**src/verilog/tlb_cfg.svh**
```systemverilog
// *************************************************************************
// TLB configuration
// *************************************************************************

`ifndef TLB_CFG_SVH
`define TLB_CFG_SVH

// number of entries, must be a power of two for the replacement tree
`define TLB_ENTRIES 8

// virtual page number width
`define TLB_VPN_W 20

// physical page number width
`define TLB_PPN_W 16

`endif

```
**src/verilog/tlb_pkg.sv**
```systemverilog
// *************************************************************************
// TLB shared types
// *************************************************************************

`include "tlb_cfg.svh"

package tlb_pkg;

    // virtual page number as presented on lookup and fill
    typedef logic [`TLB_VPN_W-1:0] vpn_t;

    // physical page number returned on a hit
    typedef logic [`TLB_PPN_W-1:0] ppn_t;

    // one bit per entry
    // shared by the valid, hit, used and victim vectors
    typedef logic [`TLB_ENTRIES-1:0] entry_vec_t;

endpackage

```
**src/verilog/plru_tree.sv**
```systemverilog
// *************************************************************************
// Pseudo LRU replacement tree
// *************************************************************************

module plru_tree #(
    parameter int unsigned ENTRIES = 8
) (
    input  logic               clk_i,
    input  logic               rst_ni,
    // one hot, entry i was used this cycle
    input  logic [ENTRIES-1:0] used_i,
    // one hot, entry i is the replacement candidate
    output logic [ENTRIES-1:0] plru_o
);

    localparam int unsigned LogEntries = $clog2(ENTRIES);
    // one node per internal position of a full binary tree
    localparam int unsigned Nodes = ENTRIES - 1;

    // node n has children 2n+1 (left) and 2n+2 (right)
    // level l starts at node 2**l - 1
    logic [Nodes-1:0] tree_q;
    logic [Nodes-1:0] tree_d;

    // point every node on the used path away from the used entry
    always_comb begin : tree_update
        int unsigned node;
        tree_d = tree_q;
        node   = 0;
        for (int unsigned i = 0; i < ENTRIES; i++) begin
            if (used_i[i]) begin
                for (int unsigned lvl = 0; lvl < LogEntries; lvl++) begin
                    // first node of this level plus the path prefix above it
                    node = (2 ** lvl - 1) + (i >> (LogEntries - lvl));
                    // msb of the index decides at the root
                    tree_d[node] = ~i[LogEntries-1-lvl];
                end
            end
        end
    end

    // walk the tree from the root, a set node selects the right child
    // an entry is the victim when every node on its path agrees with its index
    always_comb begin : victim_decode
        int unsigned node;
        logic        match;
        plru_o = '0;
        node   = 0;
        match  = 1'b0;
        for (int unsigned i = 0; i < ENTRIES; i++) begin
            match = 1'b1;
            for (int unsigned lvl = 0; lvl < LogEntries; lvl++) begin
                node  = (2 ** lvl - 1) + (i >> (LogEntries - lvl));
                match = match & (tree_q[node] == i[LogEntries-1-lvl]);
            end
            plru_o[i] = match;
        end
    end

    // tree bits are control state, all zero after reset
    always_ff @(posedge clk_i or negedge rst_ni) begin
        if (!rst_ni) begin
            tree_q <= '0;
        end else begin
            tree_q <= tree_d;
        end
    end

    // the tree only has a unique path per entry for a power of two
    initial begin
        assert (ENTRIES >= 2 && ENTRIES == 2 ** LogEntries)
            else $error("plru_tree needs a power of two entry count");
    end

    // after a use the single victim must lie away from the entry just used
    victim_onehot : assert property (
        @(posedge clk_i) disable iff (!rst_ni)
        |used_i |=> $onehot(plru_o) && ((plru_o & $past(used_i)) == '0))
        else $error("plru_tree names the entry it just marked as used");

endmodule

```
**src/verilog/tlb_lookup.sv**
```systemverilog
// *************************************************************************
// TLB tag compare
// *************************************************************************

`include "tlb_cfg.svh"

module tlb_lookup import tlb_pkg::*; (
    input  logic                       lookup_i,
    input  vpn_t                       lookup_vpn_i,
    // state of the entry store
    input  entry_vec_t                 valid_i,
    input  vpn_t [`TLB_ENTRIES-1:0]    tags_i,
    // one hot hit, qualified by the strobe
    output entry_vec_t                 hit_vec_o
);

    // raw tag matches before qualification
    entry_vec_t tag_match;

    // all entries are compared in parallel, fully associative
    always_comb begin : tag_compare
        for (int unsigned i = 0; i < `TLB_ENTRIES; i++) begin
            tag_match[i] = (tags_i[i] == lookup_vpn_i);
        end
    end

    // an invalid entry never hits, even if a stale tag still matches
    // without a strobe the vector stays zero, so neither the tree nor
    // the response stage see a spurious hit
    assign hit_vec_o = tag_match & valid_i & {`TLB_ENTRIES{lookup_i}};

    // fills never reuse a present page, so two live tags can never match
    // a second hit here means the entry store took a duplicate fill
    always_comb begin : dup_check
        assert ($onehot0(hit_vec_o))
            else $error("tlb_lookup hit in more than one entry");
    end

endmodule

```
**src/verilog/tlb_entry_store.sv**
```systemverilog
// *************************************************************************
// TLB entry store and fill
// *************************************************************************

`include "tlb_cfg.svh"

module tlb_entry_store import tlb_pkg::*; (
    input  logic                       clk_i,
    input  logic                       rst_ni,
    // fill from the walker side
    input  logic                       fill_i,
    input  vpn_t                       fill_vpn_i,
    input  ppn_t                       fill_ppn_i,
    input  logic                       flush_i,
    // lookup result from the decode stage
    input  logic                       lookup_i,
    input  entry_vec_t                 hit_vec_i,
    // entry state towards lookup and response
    output entry_vec_t                 valid_o,
    output vpn_t [`TLB_ENTRIES-1:0]    tags_o,
    output ppn_t [`TLB_ENTRIES-1:0]    ppns_o
);

    entry_vec_t              valid_q;
    vpn_t [`TLB_ENTRIES-1:0] tags_q;
    ppn_t [`TLB_ENTRIES-1:0] ppns_q;

    // lowest invalid entry, one hot, zero when the buffer is full
    entry_vec_t first_free;
    // victim proposed by the tree
    entry_vec_t plru_victim;
    // one hot target of the current fill
    entry_vec_t fill_vec;
    // entry touched this cycle, fed back into the tree
    entry_vec_t used_vec;

    // adding one to the valid vector carries through the low run of ones
    // and stops at the lowest zero, which is the first free entry
    assign first_free = ~valid_q & (valid_q + entry_vec_t'(1));

    // free entries win over the tree
    assign fill_vec = (|first_free) ? first_free : plru_victim;

    // a hit and a fill both count as a use
    assign used_vec = ({`TLB_ENTRIES{lookup_i}} & hit_vec_i)
                    | ({`TLB_ENTRIES{fill_i}} & fill_vec);

    plru_tree #(
        .ENTRIES (`TLB_ENTRIES)
    ) u_plru_tree (
        .clk_i  (clk_i),
        .rst_ni (rst_ni),
        .used_i (used_vec),
        .plru_o (plru_victim)
    );

    // valid bits, flush clears all of them and leaves the tree alone
    always_ff @(posedge clk_i or negedge rst_ni) begin
        if (!rst_ni) begin
            valid_q <= '0;
        end else if (flush_i) begin
            valid_q <= '0;
        end else if (fill_i) begin
            valid_q <= valid_q | fill_vec;
        end
    end

    // tag and translation payload, only the fill target is written
    always_ff @(posedge clk_i) begin
        if (fill_i) begin
            for (int unsigned i = 0; i < `TLB_ENTRIES; i++) begin
                if (fill_vec[i]) begin
                    tags_q[i] <= fill_vpn_i;
                    ppns_q[i] <= fill_ppn_i;
                end
            end
        end
    end

    assign valid_o = valid_q;
    assign tags_o  = tags_q;
    assign ppns_o  = ppns_q;

    // the used vector assumes a lookup never shares a cycle with a fill
    strobe_exclusive : assert property (
        @(posedge clk_i) disable iff (!rst_ni) $onehot0({lookup_i, fill_i, flush_i}))
        else $error("tlb strobes lookup, fill and flush overlap");

endmodule

```
**src/verilog/tlb_resp.sv**
```systemverilog
// *************************************************************************
// TLB response register
// *************************************************************************

`include "tlb_cfg.svh"

module tlb_resp import tlb_pkg::*; (
    input  logic                       clk_i,
    input  logic                       rst_ni,
    input  logic                       lookup_i,
    input  entry_vec_t                 hit_vec_i,
    input  ppn_t [`TLB_ENTRIES-1:0]    ppns_i,
    // response, one cycle after the lookup
    output logic                       resp_valid_o,
    output logic                       hit_o,
    output ppn_t                       ppn_o
);

    ppn_t ppn_sel;
    logic resp_valid_q;
    logic hit_q;
    ppn_t ppn_q;

    // one hot mux, a miss leaves every term masked so the result is zero
    always_comb begin : ppn_select
        ppn_sel = '0;
        for (int unsigned i = 0; i < `TLB_ENTRIES; i++) begin
            ppn_sel = ppn_sel | ({`TLB_PPN_W{hit_vec_i[i]}} & ppns_i[i]);
        end
    end

    // strobe and hit flag
    always_ff @(posedge clk_i or negedge rst_ni) begin
        if (!rst_ni) begin
            resp_valid_q <= 1'b0;
            hit_q        <= 1'b0;
        end else begin
            resp_valid_q <= lookup_i;
            hit_q        <= |hit_vec_i;
        end
    end

    // captured every cycle, zero whenever there was no hit
    always_ff @(posedge clk_i) begin
        ppn_q <= ppn_sel;
    end

    assign resp_valid_o = resp_valid_q;
    assign hit_o        = hit_q;
    assign ppn_o        = ppn_q;

endmodule

```
**src/verilog/tlb.sv**
```systemverilog
// *************************************************************************
// TLB top level
// *************************************************************************

`include "tlb_cfg.svh"

module tlb import tlb_pkg::*; (
    input  logic clk_i,
    input  logic rst_ni,
    // lookup request
    input  logic lookup_i,
    input  vpn_t lookup_vpn_i,
    // fill from the walker
    input  logic fill_i,
    input  vpn_t fill_vpn_i,
    input  ppn_t fill_ppn_i,
    input  logic flush_i,
    // registered response
    output logic resp_valid_o,
    output logic hit_o,
    output ppn_t ppn_o
);

    entry_vec_t              hit_vec;
    entry_vec_t              valid;
    vpn_t [`TLB_ENTRIES-1:0] tags;
    ppn_t [`TLB_ENTRIES-1:0] ppns;

    // decode, parallel tag compare
    tlb_lookup u_tlb_lookup (
        .lookup_i     (lookup_i),
        .lookup_vpn_i (lookup_vpn_i),
        .valid_i      (valid),
        .tags_i       (tags),
        .hit_vec_o    (hit_vec)
    );

    // execute, entries and replacement
    tlb_entry_store u_tlb_entry_store (
        .clk_i      (clk_i),
        .rst_ni     (rst_ni),
        .fill_i     (fill_i),
        .fill_vpn_i (fill_vpn_i),
        .fill_ppn_i (fill_ppn_i),
        .flush_i    (flush_i),
        .lookup_i   (lookup_i),
        .hit_vec_i  (hit_vec),
        .valid_o    (valid),
        .tags_o     (tags),
        .ppns_o     (ppns)
    );

    // result, registered response
    tlb_resp u_tlb_resp (
        .clk_i        (clk_i),
        .rst_ni       (rst_ni),
        .lookup_i     (lookup_i),
        .hit_vec_i    (hit_vec),
        .ppns_i       (ppns),
        .resp_valid_o (resp_valid_o),
        .hit_o        (hit_o),
        .ppn_o        (ppn_o)
    );

endmodule

```
**config.mk**
```make
export PLATFORM = sky130hd
export DESIGN_NAME = tlb
export DESIGN_NICKNAME = d
export VERILOG_FILES = /design/src/verilog/tlb_pkg.sv /design/src/verilog/plru_tree.sv /design/src/verilog/tlb_lookup.sv /design/src/verilog/tlb_entry_store.sv /design/src/verilog/tlb_resp.sv /design/src/verilog/tlb.sv
export VERILOG_INCLUDE_DIRS = /design/src /design/src/verilog
export SDC_FILE = /design/constraint.sdc
export NUM_CORES = 1
export LEC_CHECK = 0
export ABC_AREA = 1
export BUFFER_PORTS_ARGS = -buffer_cell sky130_fd_sc_hd__buf_4
export CORE_MARGIN = 2
export CORE_UTILIZATION = 55
export CTS_CLUSTER_DIAMETER = 150
export DETAILED_ROUTE_END_ITERATION = 8
export GPL_TIMING_DRIVEN = 1
export PLACE_DENSITY = 0.79
export SLEW_MARGIN = 20
export SYNTH_ARGS = -nofsm -noshare
export SYNTH_HDL_FRONTEND = slang
export SYNTH_SLANG_ARGS = --single-unit
```
**constraint.sdc**
```tcl
create_clock -name clk_i -period 5.1 [get_ports clk_i]
set_input_delay 1.02 -clock clk_i [delete_from_list [all_inputs] [get_ports clk_i]]
set_output_delay 1.02 -clock clk_i [all_outputs]
set_load 0.005 [all_outputs]
```
==> impl_results.md, run 1 <==
- Resized Gates After CTS: 0
- Ys async rst share: 5.296%
- Die Ht: 161.0 um
- Setup CP Type: flop to flop
- Clock Path Buffers: 3
- R2r setup slk: 1.89 ns
- Post-CTS setup buffer count: 0
- Layout Utilization: 63.56%
- Number of synthesized flops with an enable pin: 288
- Final hold vios: 0
- Share of cells above drive strength 1: roughly 14%
- Clk_lat worst skew: 0.52 ns
- Worst-path fanout max: 21
- Crit path launch type: flop
- Critical Path End Type: flop
- Worst Path Arrival: between 3 and 4 ns
- Peak VDD IR: ~0.0003 V
- # port buffers: 78
- GRT Total Usage: between 20 and 30%
- Final period util: a little over three fifths
- Total clock sinks: 321
- CP most frequent cell: nand2_1
- Hold-fix buffers, CTS: 0
- Status: completed
- Leakage power total: 6.017 nW
- Syn Nets: between 1k and 1.5k
- Synthesized area: 13,550 um^2
- CTS Buf Count: 34
- I/O pin total: 79
- Commonest non-fill, non-tap cell in the layout: nand2_1
- Mapped Cells: 1,204
- Worst-path clk slew: 0.06 ns
- RSZ-0062 raised after global routing: false
- FMAX: 0.3110 GHz
- Crit path from: u_tlb_entry_store.valid_o[3]$_DFFE_PN0P_
- Synth-to-Final Area Change: 13.75%
- DRC: 0
- Commonest cells after routing, fill and taps aside: 325 x nand2_1, 288 x edfxtp_1, 129 x nor2_1
- Final wirelength: 35,410 um
- CP max-delay cell: clkinv_1
- Worst slew pin tran: between 1 and 1.5 ns
- Routed wire length per instance: between 20 and 25 um
- Worst min path class: input port to asynchronous set/reset pin
- Synth warn: 0
- Max stage delay on crit path: 0.89 ns
- Die X: around 160 um
- 1st-pass router iterations: 6
- Critical path, cell by cell: nand2_1, nor2_2, o21ai_0, nand4_2, nand2_1, nand3_1, clkinv_1, buf_4
- Vias: between 9k and 10k
- Seq cells post-synth: between 300 and 400
- Clock Skew: ~0.020 ns
- H-Tree Level Count: 2
- Detailed Route Iter0 Violations: 1,183
- Largest net degree at the start of global routing: 38
- Slew Limit Fails: 0
- Most common flop cell mapped by yosys: edfxtp_1
- Final hold slack: 0.3611 ns
- Max-slew headroom: 22.91%
- Core Area: between 20,000 and 25,000 um^2
- Vias in the first global route: just over 9k
- Syn Area/Cell: around 11 um^2
- R2R Path Start: u_tlb_entry_store.valid_o[3]$_DFFE_PN0P_
- Remaining Overflow, GRT: 0
- Fraction of the yosys area taken by sequential cells: 69.34%
- Initial core utilization: 55.87%
- Antenna-violating nets left: 0
- Initial antenna violation count: 2
- Post-route setup TNS: 0 ns
- Yosys cell types: 40
- TritonCTS clock tree: yes
- Critical path's top delay family: buffers and inverters
- Die area: 25,900 um^2
- First-pass GRT wire length: about 54,000 um
- Max-Cap Viols: 0
- Final Wtd Congestion: 0.9190
- CTS root buf: clkbuf_16
- HPWL Detailed: 23,010 um
- Power per cell area: 357.9 nW/um^2
- Final min period: between 3 and 4 ns
- CP required: 5.35 ns
- Vias per inst: 5.646
- Num rows: 57
- Worst Path Buf+Inv: 2
- Nets@finish: 1,356
- Setup violators final: 0
kinds of logic (layout without fill, tap and decap cells):
family / count (synthesis) / in the layout / share of synthesized area (%)
AND/OR/NAND/NOR: 558 / 558 / 17.19
flip-flops: 321 / 321 / 69.34
buffers and inverters: 153 / 267 / 5.089
AO/OA/AOI/OAI: 117 / 117 / 4.830
XOR/XNOR: 55 / 55 / 3.556
other: 0 / 1 / 0
metal layers:
layer  vias to the layer above  GRT usage [%]  share of wire, %  wire [um]
met3                        80          5.269               9.6       3394
met5                         -              0                 0          0
met1                      4438          39.23                40      14320
li1                       4232              -                 -          -
met4                         0          10.75               3.3       1156
met2                       526          43.97                47      16540
layout make-up:
type / instances / area, um^2
Fill cell: 1832 / 8837
Clock buffer: 45 / 933.4
Tap cell: 324 / 405.4
Sequential cell: 321 / 9394
Clock inverter: 14 / 107.6
Antenna cell: 1 / 2.502
Timing Repair Buffer: 86 / 645.6
Multi-Input combinational cell: 730 / 3465
Inverter: 122 / 457.9
flip-flops by register name, summed over array words and instances (netlist names):
name,flops
u_tlb_entry_store.tags_o,160
u_tlb_entry_store.ppns_o,128
u_tlb_resp.ppn_o,16
u_tlb_entry_store.valid_o,8
u_tlb_entry_store.u_plru_tree.tree_q,7
u_tlb_resp.hit_o,1
u_tlb_resp.resp_valid_o,1
per-stage QoR:
stage / instances / instance area, um^2 / worst slack (ns) / total power, mW
2_1_floorplan: 1204 / 13550 / 2.241 / 3.105
3_3_place_gp: 1583 / 14370 / 1.932 / 3.229
3_5_place_dp: 1583 / 14370 / 1.953 / 3.234
4_1_cts: 1642 / 15410 / 1.949 / 5.529
5_1_grt: 1643 / 15410 / 1.674 / 5.656
6_report: 1643 / 15410 / 1.885 / 5.515
worst register-to-register path, stage by stage, from the launching register on:
cell      delay [ns]
dfrtp_1         0.42
nand2_1         0.12
nor2_2          0.38
o21ai_0         0.20
nand4_2         0.17
nand2_1         0.06
nand3_1         0.11
clkinv_1        0.89
buf_4           0.58
where the power goes:
part	internal [mW]	total [mW]	switching (mW)
logic	0.0821	0.261	0.179
registers	2.91	2.92	0.0154
clock network	1.34	2.33	0.986
cells in the mapped netlist (all sizes together) (16+ instances only):
cell | instances | area, um^2
buf | 30 | 227.7
dfrtp | 17 | 425.4
dfxtp | 16 | 320.3
edfxtp | 288 | 8648
inv | 122 | 457.9
nand2 | 332 | 1264
nand3 | 47 | 245.2
nand4 | 21 | 137.6
nor2 | 136 | 546.8
o21ai | 84 | 439.2
o22ai | 16 | 100.1
xnor2 | 47 | 411.6
worst paths after layout:
check                                                                 endpoint  cells after the start
max                                      u_tlb_entry_store.ppns_o[3]$_DFFE_PP_                      8
min                                                 u_tlb_resp.hit_o$_DFF_PN0_                      1
max reg2reg                              u_tlb_entry_store.ppns_o[3]$_DFFE_PP_                      8
min reg2reg                u_tlb_entry_store.u_plru_tree.tree_q[4]$_DFFE_PN0P_                      2
max in group asynchronous             u_tlb_entry_store.valid_o[0]$_DFFE_PN0P_                      1
min in group clk_i         u_tlb_entry_store.u_plru_tree.tree_q[4]$_DFFE_PN0P_                      2
No activity file was read; power rests on OpenSTA's default activity.
==> run 2, diff against run 1 <==
--- a/config.mk
+++ b/config.mk
@@ -6,14 +6,14 @@
 export SDC_FILE = /design/constraint.sdc
 export NUM_CORES = 1
 export LEC_CHECK = 0
-export ABC_AREA = 1
+export ABC_AREA = 0
 export BUFFER_PORTS_ARGS = -buffer_cell sky130_fd_sc_hd__buf_4
 export CORE_MARGIN = 2
-export CORE_UTILIZATION = 55
+export CORE_UTILIZATION = 54
 export CTS_CLUSTER_DIAMETER = 150
 export DETAILED_ROUTE_END_ITERATION = 8
 export GPL_TIMING_DRIVEN = 1
-export PLACE_DENSITY = 0.79
+export PLACE_DENSITY = 0.81
 export SLEW_MARGIN = 20
 export SYNTH_ARGS = -nofsm -noshare
 export SYNTH_HDL_FRONTEND = slang
==> constraint.sdc (replaced) <==
create_clock -name clk_i -period 2.9 [get_ports clk_i]
set_input_delay 0.58 -clock clk_i [delete_from_list [all_inputs] [get_ports clk_i]]
set_output_delay 0.58 -clock clk_i [all_outputs]
set_load 0.005 [all_outputs]
==> run 2 against run 1 <==
Count of clock-buffer cells in the layout is 10 lower. Via count down 22%. Global-route usage is 3.8 points lower. Routed wire length shrank 17%. Final cell count fell by 26%. Register-to-register slack worse by 1.4 ns. Utilization shrank 0.079 points. Sequential share of layout area is 2.5 points higher. Sequential power up 76%. Die area decreased by 4.1%. Worst hold slack worse by 0.14 ns. Largest cell class unchanged.
==> impl_results.md, run 2 <==
- Status: completed
- Post-synth top area share: about two thirds
- Synth Area in Compound Gates: 3.867%
- Final WS setup: between 0.4 and 0.5 ns
- Antenna cells: 0
- Initial antenna violation count: 0
- Final Wtd Congestion: ~0.84
- Yosys cell types: 45
- Most common flop cell mapped by yosys: edfxtp_1
- H-Tree Level Count: 1
- Leakage power total: 5.014 nW
- Post-route setup TNS: 0 ns
- First-pass GRT wire length: 44,060 um
- RSZ-0062 raised after global routing: false
- Syn Area/Cell: 16.35 um^2
- Commonest cells in the netlist: 288 x edfxtp_1, 147 x xnor2_1, 41 x and3_1, 41 x nand3_1, 34 x nand4_1
- Max-slew headroom: 43.37%
- Multi-input logic area: 3114 um^2
- Die area: around 25,000 um^2
- R2R depth: 5
- Met2 routed WL: 14,140 um
- Core Area: 23,330 um^2
- Mapped Cells: 780
- R2R Path Start: u_tlb_entry_store.valid_o[6]$_DFFE_PN0P_
- Largest cells by area after synthesis: edfxtp_1 68%, xnor2_1 10%, dfrtp_1 3.3%
- Commonest cells after routing, fill and taps aside: 288 x edfxtp_1, 147 x xnor2_1, 99 x buf_4
- Clk_lat worst skew: 0.55 ns
- DP Cell Count: between 1k and 1.5k
- TritonCTS clock tree: yes
- Slew Limit Fails: 0
- I/O pin total: 79
- Largest register FFs: 160
- Clock Skew: 0.01442 ns
- Post-CTS setup buffer count: 0
- Nets@finish: around 940
- Syn Nets: 841
- Most common cell in the netlist: edfxtp_1
- Antenna-violating nets left: 0
- Worst min path class: input port to flop
- Die X: 157.7 um
- Vias in the first global route: 7,347
- Simple-gate share of the synthesized area: just over 9%
- CP max-delay cell: dfrtp_1
- Ys async rst share: 5.296%
- Critical Path End Type: flop
- 1st-pass router iterations: 5
- Largest net degree at the start of global routing: 39
- Largest family of logic cells by synthesized area: XOR/XNOR gates
- Final hold vios: 0
- Max layer used: met4
- DRT met1 WL: 12,010 um
- Share of cells above drive strength 1: 19.11%
- Crit path launch type: flop
- Setup CP Type: flop to flop
- Reg area: 9394 um^2
- Die Ht: 157.7 um
- Peak VDD IR: 0.0004055 V
- Post-synth top area cell: edfxtp_1
- Worst Hold Depth: 1
- Crit path from: u_tlb_entry_store.valid_o[6]$_DFFE_PN0P_
- Post-synthesis mux area share: 0%
- Setup violators final: 0
- Post-Layout Cell Count: 1,219
- # port buffers: 78
- Initial core utilization: 54.64%
- CP required: roughly 3.1 ns
- Max-Cap Viols: 0
- Remaining Overflow, GRT: 0
- Detailed Route Iter0 Violations: 757
- Worst Path Arrival: about 2.7 ns
- Critical path, cell by cell: nand3_1, or3b_2, o41ai_1, and2_2, buf_12
- Setup WS pre-CTS: slightly above 0.3 ns
- Final min period: 2.460 ns
- Worst slew pin tran: 0.8475 ns
- Synthesized area: 12,750 um^2
- Num rows: 56
- Fillers: 1,592
- HPWL Detailed: 18,160 um
- Adder-cell share of the synthesized area: 0%
- Worst-path clk slew: around 0.060 ns
- Vias: 7,208
- Synth-to-Final Area Change: 16.16%
- Overall Power: 9.345 mW
- Final period util: between 80% and 90%
- Commonest non-fill, non-tap cell in the layout: edfxtp_1
- Seq cells post-synth: 321
- CTS Buf Count: 31
- Vias per inst: 5.913
- Hold_sp: lookup_i
- Max stage delay on crit path: 0.49 ns
- DR WL met3: ~2600 um
- Xor/xnor cell area share of the yosys netlist: 10.79%
- Layout Utilization: between 60% and 70%
- Clock Path Buffers: 3
- GRT Total Usage: about a quarter
- DRC: 0
- Routed wire length per instance: roughly 24 um
- Total clock sinks: 321
- Power per cell area: 631.0 nW/um^2
- Fraction of the yosys area taken by sequential cells: 73.68%
- FMAX: roughly 0.41 GHz
- Final wirelength: between 20,000 and 30,000 um
- Synth warn: 0
- CTS root buf: clkbuf_16
- Number of synthesized flops with an enable pin: 288
- Worst-path fanout max: 28
[run 2: cell types whose count changed after synthesis, sizes merged, moves of 30 or more]
| cell | before | now |
|---|---|---|
| nand2 | 332 | 9 |
| nor2 | 136 | 14 |
| inv | 122 | 6 |
| xnor2 | 47 | 147 |
| o21ai | 84 | 1 |
| and3 | 0 | 41 |
| a22oi | 0 | 30 |
[run 2: repair_timing]
item / CTS / global route
hold buffers: 1 / 0
gates resized for setup: 0 / 0
hold endpoints to repair: 17 / 0
[run 2: logic make-up (layout without fill, tap and decap cells)]
| family | after synthesis | after routing |
|---|---|---|
| XOR/XNOR | 157 | 157 |
| AO/OA/AOI/OAI | 65 | 65 |
| AND/OR/NAND/NOR | 190 | 190 |
| flip-flops | 321 | 321 |
| buffers and inverters | 47 | 167 |
[run 2: worst paths after layout]
path,to,slack (ns)
worst max-delay path,u_tlb_entry_store.tags_o[11]$_DFFE_PP_,0.44
worst min-delay path,u_tlb_resp.resp_valid_o$_DFF_PN0_,0.23
worst max register to register,u_tlb_entry_store.tags_o[11]$_DFFE_PP_,0.44
worst min register to register,u_tlb_resp.ppn_o[12]$_DFF_P_,0.48
max in group asynchronous,u_tlb_entry_store.u_plru_tree.tree_q[3]$_DFFE_PN0P_,2.26
min in group asynchronous,u_tlb_entry_store.u_plru_tree.tree_q[5]$_DFFE_PN0P_,0.44
[run 2: power by group]
part,internal [mW],switching (mW),leakage [nW],total [mW]
clock network,2.20,1.58,0.462,3.78
logic,0.170,0.255,1.60,0.425
registers,5.11,0.0281,2.96,5.14
total,7.48,1.87,5.01,9.35
[run 2: cell type report]
cell class                      instances  area share [%]
Timing Repair Buffer                  109           6.302
Clock inverter                         17           1.056
Clock buffer                           35           5.339
Inverter                                6          0.1521
Sequential cell                       321           63.43
Tap cell                              319           2.695
Multi-Input combinational cell        412           21.03
[run 2: routing by layer]
| layer | global-route usage, % | vias to the layer above |
|---|---|---|
| met2 | 38.47 | 365 |
| met5 | 0 | - |
| met1 | 33.76 | 3623 |
| met3 | 4.736 | 62 |
| met4 | 7.922 | 0 |
| li1 | - | 3158 |
[run 2: critical path, delay by kind of cell (launching register included)]
family | cells | cell delay [ns]
AO/OA/AOI/OAI | 1 | 0.23
buffers and inverters | 1 | 0.26
flip-flops | 1 | 0.49
AND/OR/NAND/NOR | 3 | 1.13
[run 2: stage by stage]
step           cell area [um^2]  hold WS [ns]
4_1_cts                   14810        0.2104
3_3_place_gp              13850        0.4576
5_1_grt                   14810        0.2201
2_1_floorplan             12770        0.2844
3_5_place_dp              13850        0.4576
6_report                  14810        0.2255
==> run 3, diff against run 2 <==
--- a/config.mk
+++ b/config.mk
@@ -6,14 +6,14 @@
 export SDC_FILE = /design/constraint.sdc
 export NUM_CORES = 1
 export LEC_CHECK = 0
-export ABC_AREA = 0
+export ABC_AREA = 1
 export BUFFER_PORTS_ARGS = -buffer_cell sky130_fd_sc_hd__buf_4
 export CORE_MARGIN = 2
-export CORE_UTILIZATION = 54
+export CORE_UTILIZATION = 55
 export CTS_CLUSTER_DIAMETER = 150
 export DETAILED_ROUTE_END_ITERATION = 8
 export GPL_TIMING_DRIVEN = 1
-export PLACE_DENSITY = 0.81
+export PLACE_DENSITY = 0.79
 export SLEW_MARGIN = 20
 export SYNTH_ARGS = -nofsm -noshare
 export SYNTH_HDL_FRONTEND = slang
==> constraint.sdc (replaced) <==
create_clock -name clk_i -period 2.5 [get_ports clk_i]
set_input_delay 0.5 -clock clk_i [delete_from_list [all_inputs] [get_ports clk_i]]
set_output_delay 0.5 -clock clk_i [all_outputs]
set_load 0.005 [all_outputs]
==> run 3 against run 2 <==
Combinational power increased by 32%. Largest cell class unchanged. Highest routed layer unchanged. Register-to-register slack lost 0.25 ns. Die area increased by 4.2%. Sequential power up 16%. Global-route usage is 3.6 points higher. Non-clock buffer count decreased by 3. Critical path depth up 3. Clock skew rose by 0.017 ns. Worst hold slack improved by 0.0036 ns.
==> impl_results.md, run 3 (same netlist as run 1, synthesis figures left out) <==
- CP required: 2.72 ns
- First-pass GRT wire length: 53,450 um
- CTS root buf: clkbuf_16
- Clk_lat worst skew: approximately 0.52 ns
- Routed wire length per instance: 21.56 um
- Met3 usage: 4.933%
- Core Area: approximately 24,000 um^2
- TritonCTS clock tree: yes
- Final hold vios: 0
- Clock Path Buffers: 3
- Final Wtd Congestion: 0.9613
- GRT Max-Usage Layer: met2
- Dpl cell area: between 10,000 and 15,000 um^2
- Post-route setup TNS: 0 ns
- Worst slew pin tran: 0.5136 ns
- DRC: 0
- # port buffers: 78
- Antenna-violating nets left: 0
- Crit path launch type: flop
- I/O pin total: 79
- Commonest cells after routing, fill and taps aside: 325 x nand2_1, 288 x edfxtp_1, 129 x nor2_1
- CTS Buf Count: 34
- Die X: 161.0 um
- Max-Cap Viols: 0
- Initial core utilization: 55.87%
- HPWL Detailed: 23,030 um
- Final min period: 2.309 ns
- Final period util: 92.36%
- Grt met2 use: about 43%
- Worst min path class: input port to flop
- Vias: 9,561
- Synth-to-Final Area Change: 16.17%
- Die Ht: 161.0 um
- FMAX: ~0.43 GHz
- Clk pwr share: between 40% and 50%
- Sw Ratio: 21.20%
- RSZ-0062 raised after global routing: false
- Largest net degree at the start of global routing: 37
- Post-CTS setup buffer count: 0
- Worst-path clk slew: 0.06 ns
- Share of cells above drive strength 1: 15.10%
- Total clock sinks: about 320
- Power per cell area: 721.0 nW/um^2
- Setup CP Type: flop to flop
- Setup violators final: 0
- Clock Skew: 0.03095 ns
- Peak VDD IR: between 0.0006 and 0.0007 V
- Worst-path fanout max: 20
- Remaining Overflow, GRT: 0
- Status: completed
- Post-Layout Cell Count: around 1.7k
- DP Cell Count: 1,602
- Antenna cells: 0
- Design area: 15,740 um^2
- Die area: approximately 26,000 um^2
- Routing usage on met1: 38.80%
- Final wirelength: 35,830 um
- Combinational power share: 5.0%
- P_sw: 2.405 mW
- Fillers: roughly 1.7k
- Slew Limit Fails: 0
- Leakage power total: 6.157 nW
- Total internal power: 8.943 mW
- Num rows: 57
- Vias per inst: 5.753
- Vias in the first global route: a little over 9k
- Detailed Route Iter0 Violations: 1,309
- H-Tree Level Count: 2
- Commonest non-fill, non-tap cell in the layout: nand2_1
- 1st-pass router iterations: 7
- Critical Path End Type: flop
- Worst Path Arrival: 2.53 ns
- Initial antenna violation count: 0
- Max-slew headroom: approximately two thirds
- Nets@finish: 1,376
- GRT Total Usage: 27.77%
- Largest register FFs: 160
- Flop pwr share: 52.6%
-- run 3: metrics by stage --
stage	hold slack [ns]	setup WS [ns]	util (%)	total power [mW]
6_report	0.2291	0.1909	64.91	11.35
5_1_grt	0.2180	0.06361	64.91	11.62
4_1_cts	0.2089	0.07695	64.89	11.36
3_5_place_dp	0.3843	0.07342	60.46	6.620
3_3_place_gp	0.3790	0.09184	60.46	6.606
2_1_floorplan	0.2044	0.1615	-	6.334
-- run 3: power groups by stage --
stage	clock (mW)	sequential, mW	combinational, mW
finish	4.82	5.96	0.563
global route	5.06	5.97	0.600
detailed placement	0	6.07	0.545
global placement	0	6.07	0.535
CTS	4.84	5.96	0.552
floorplan	0	6.07	0.265
-- run 3: final cells by class --
class,count,area (um^2),share of cell area (%)
clock buffer,46,935.9,5.946
inverter,122,457.9,2.910
multi-input combinational,730,3470,22.04
sequential,321,9394,59.69
clock inverter,13,127.6,0.8109
timing repair buffer,106,948.4,6.026
tap,324,405.4,2.576
-- run 3: what timing repair did --
| item | CTS | global route |
|---|---|---|
| hold endpoints to repair | 17 | 0 |
| hold buffers | 1 | 0 |
| gates resized for setup | 0 | 1 |
| setup endpoints to repair | 0 | 130 |
-- run 3: worst paths after layout --
check,start,end,slack [ns],depth (start not counted)
min reg2reg,u_tlb_entry_store.u_plru_tree.tree_q[4]$_DFFE_PN0P_,u_tlb_entry_store.u_plru_tree.tree_q[4]$_DFFE_PN0P_,0.51,2
max reg2reg,u_tlb_entry_store.valid_o[3]$_DFFE_PN0P_,u_tlb_entry_store.tags_o[62]$_DFFE_PP_,0.19,8
min in group asynchronous,rst_ni,u_tlb_entry_store.u_plru_tree.tree_q[4]$_DFFE_PN0P_,0.41,2
max,u_tlb_entry_store.valid_o[3]$_DFFE_PN0P_,u_tlb_entry_store.tags_o[62]$_DFFE_PP_,0.19,8
min,fill_ppn_i[6],u_tlb_entry_store.ppns_o[102]$_DFFE_PP_,0.23,1
max in group asynchronous,rst_ni,u_tlb_entry_store.valid_o[5]$_DFFE_PN0P_,1.89,2
-- run 3: critical path, cell delays in order, from the launching register on --
cell and delay [ns]:
dfrtp_1 0.48, nand2_1 0.17, nor2_4 0.29, o21ai_1 0.27, nand3_1 0.17, nand2_1 0.07, nand2_1 0.19, clkinv_1 0.13
buf_4 0.25
-- run 3: routing by layer --
| layer | part of all wire (%) | wire length (um) |
|---|---|---|
| met1 | 38 | 13780 |
| met2 | 46 | 16330 |
| met3 | 12 | 4220 |
| met4 | 4.2 | 1500 |
| met5 | 0 | 0 |
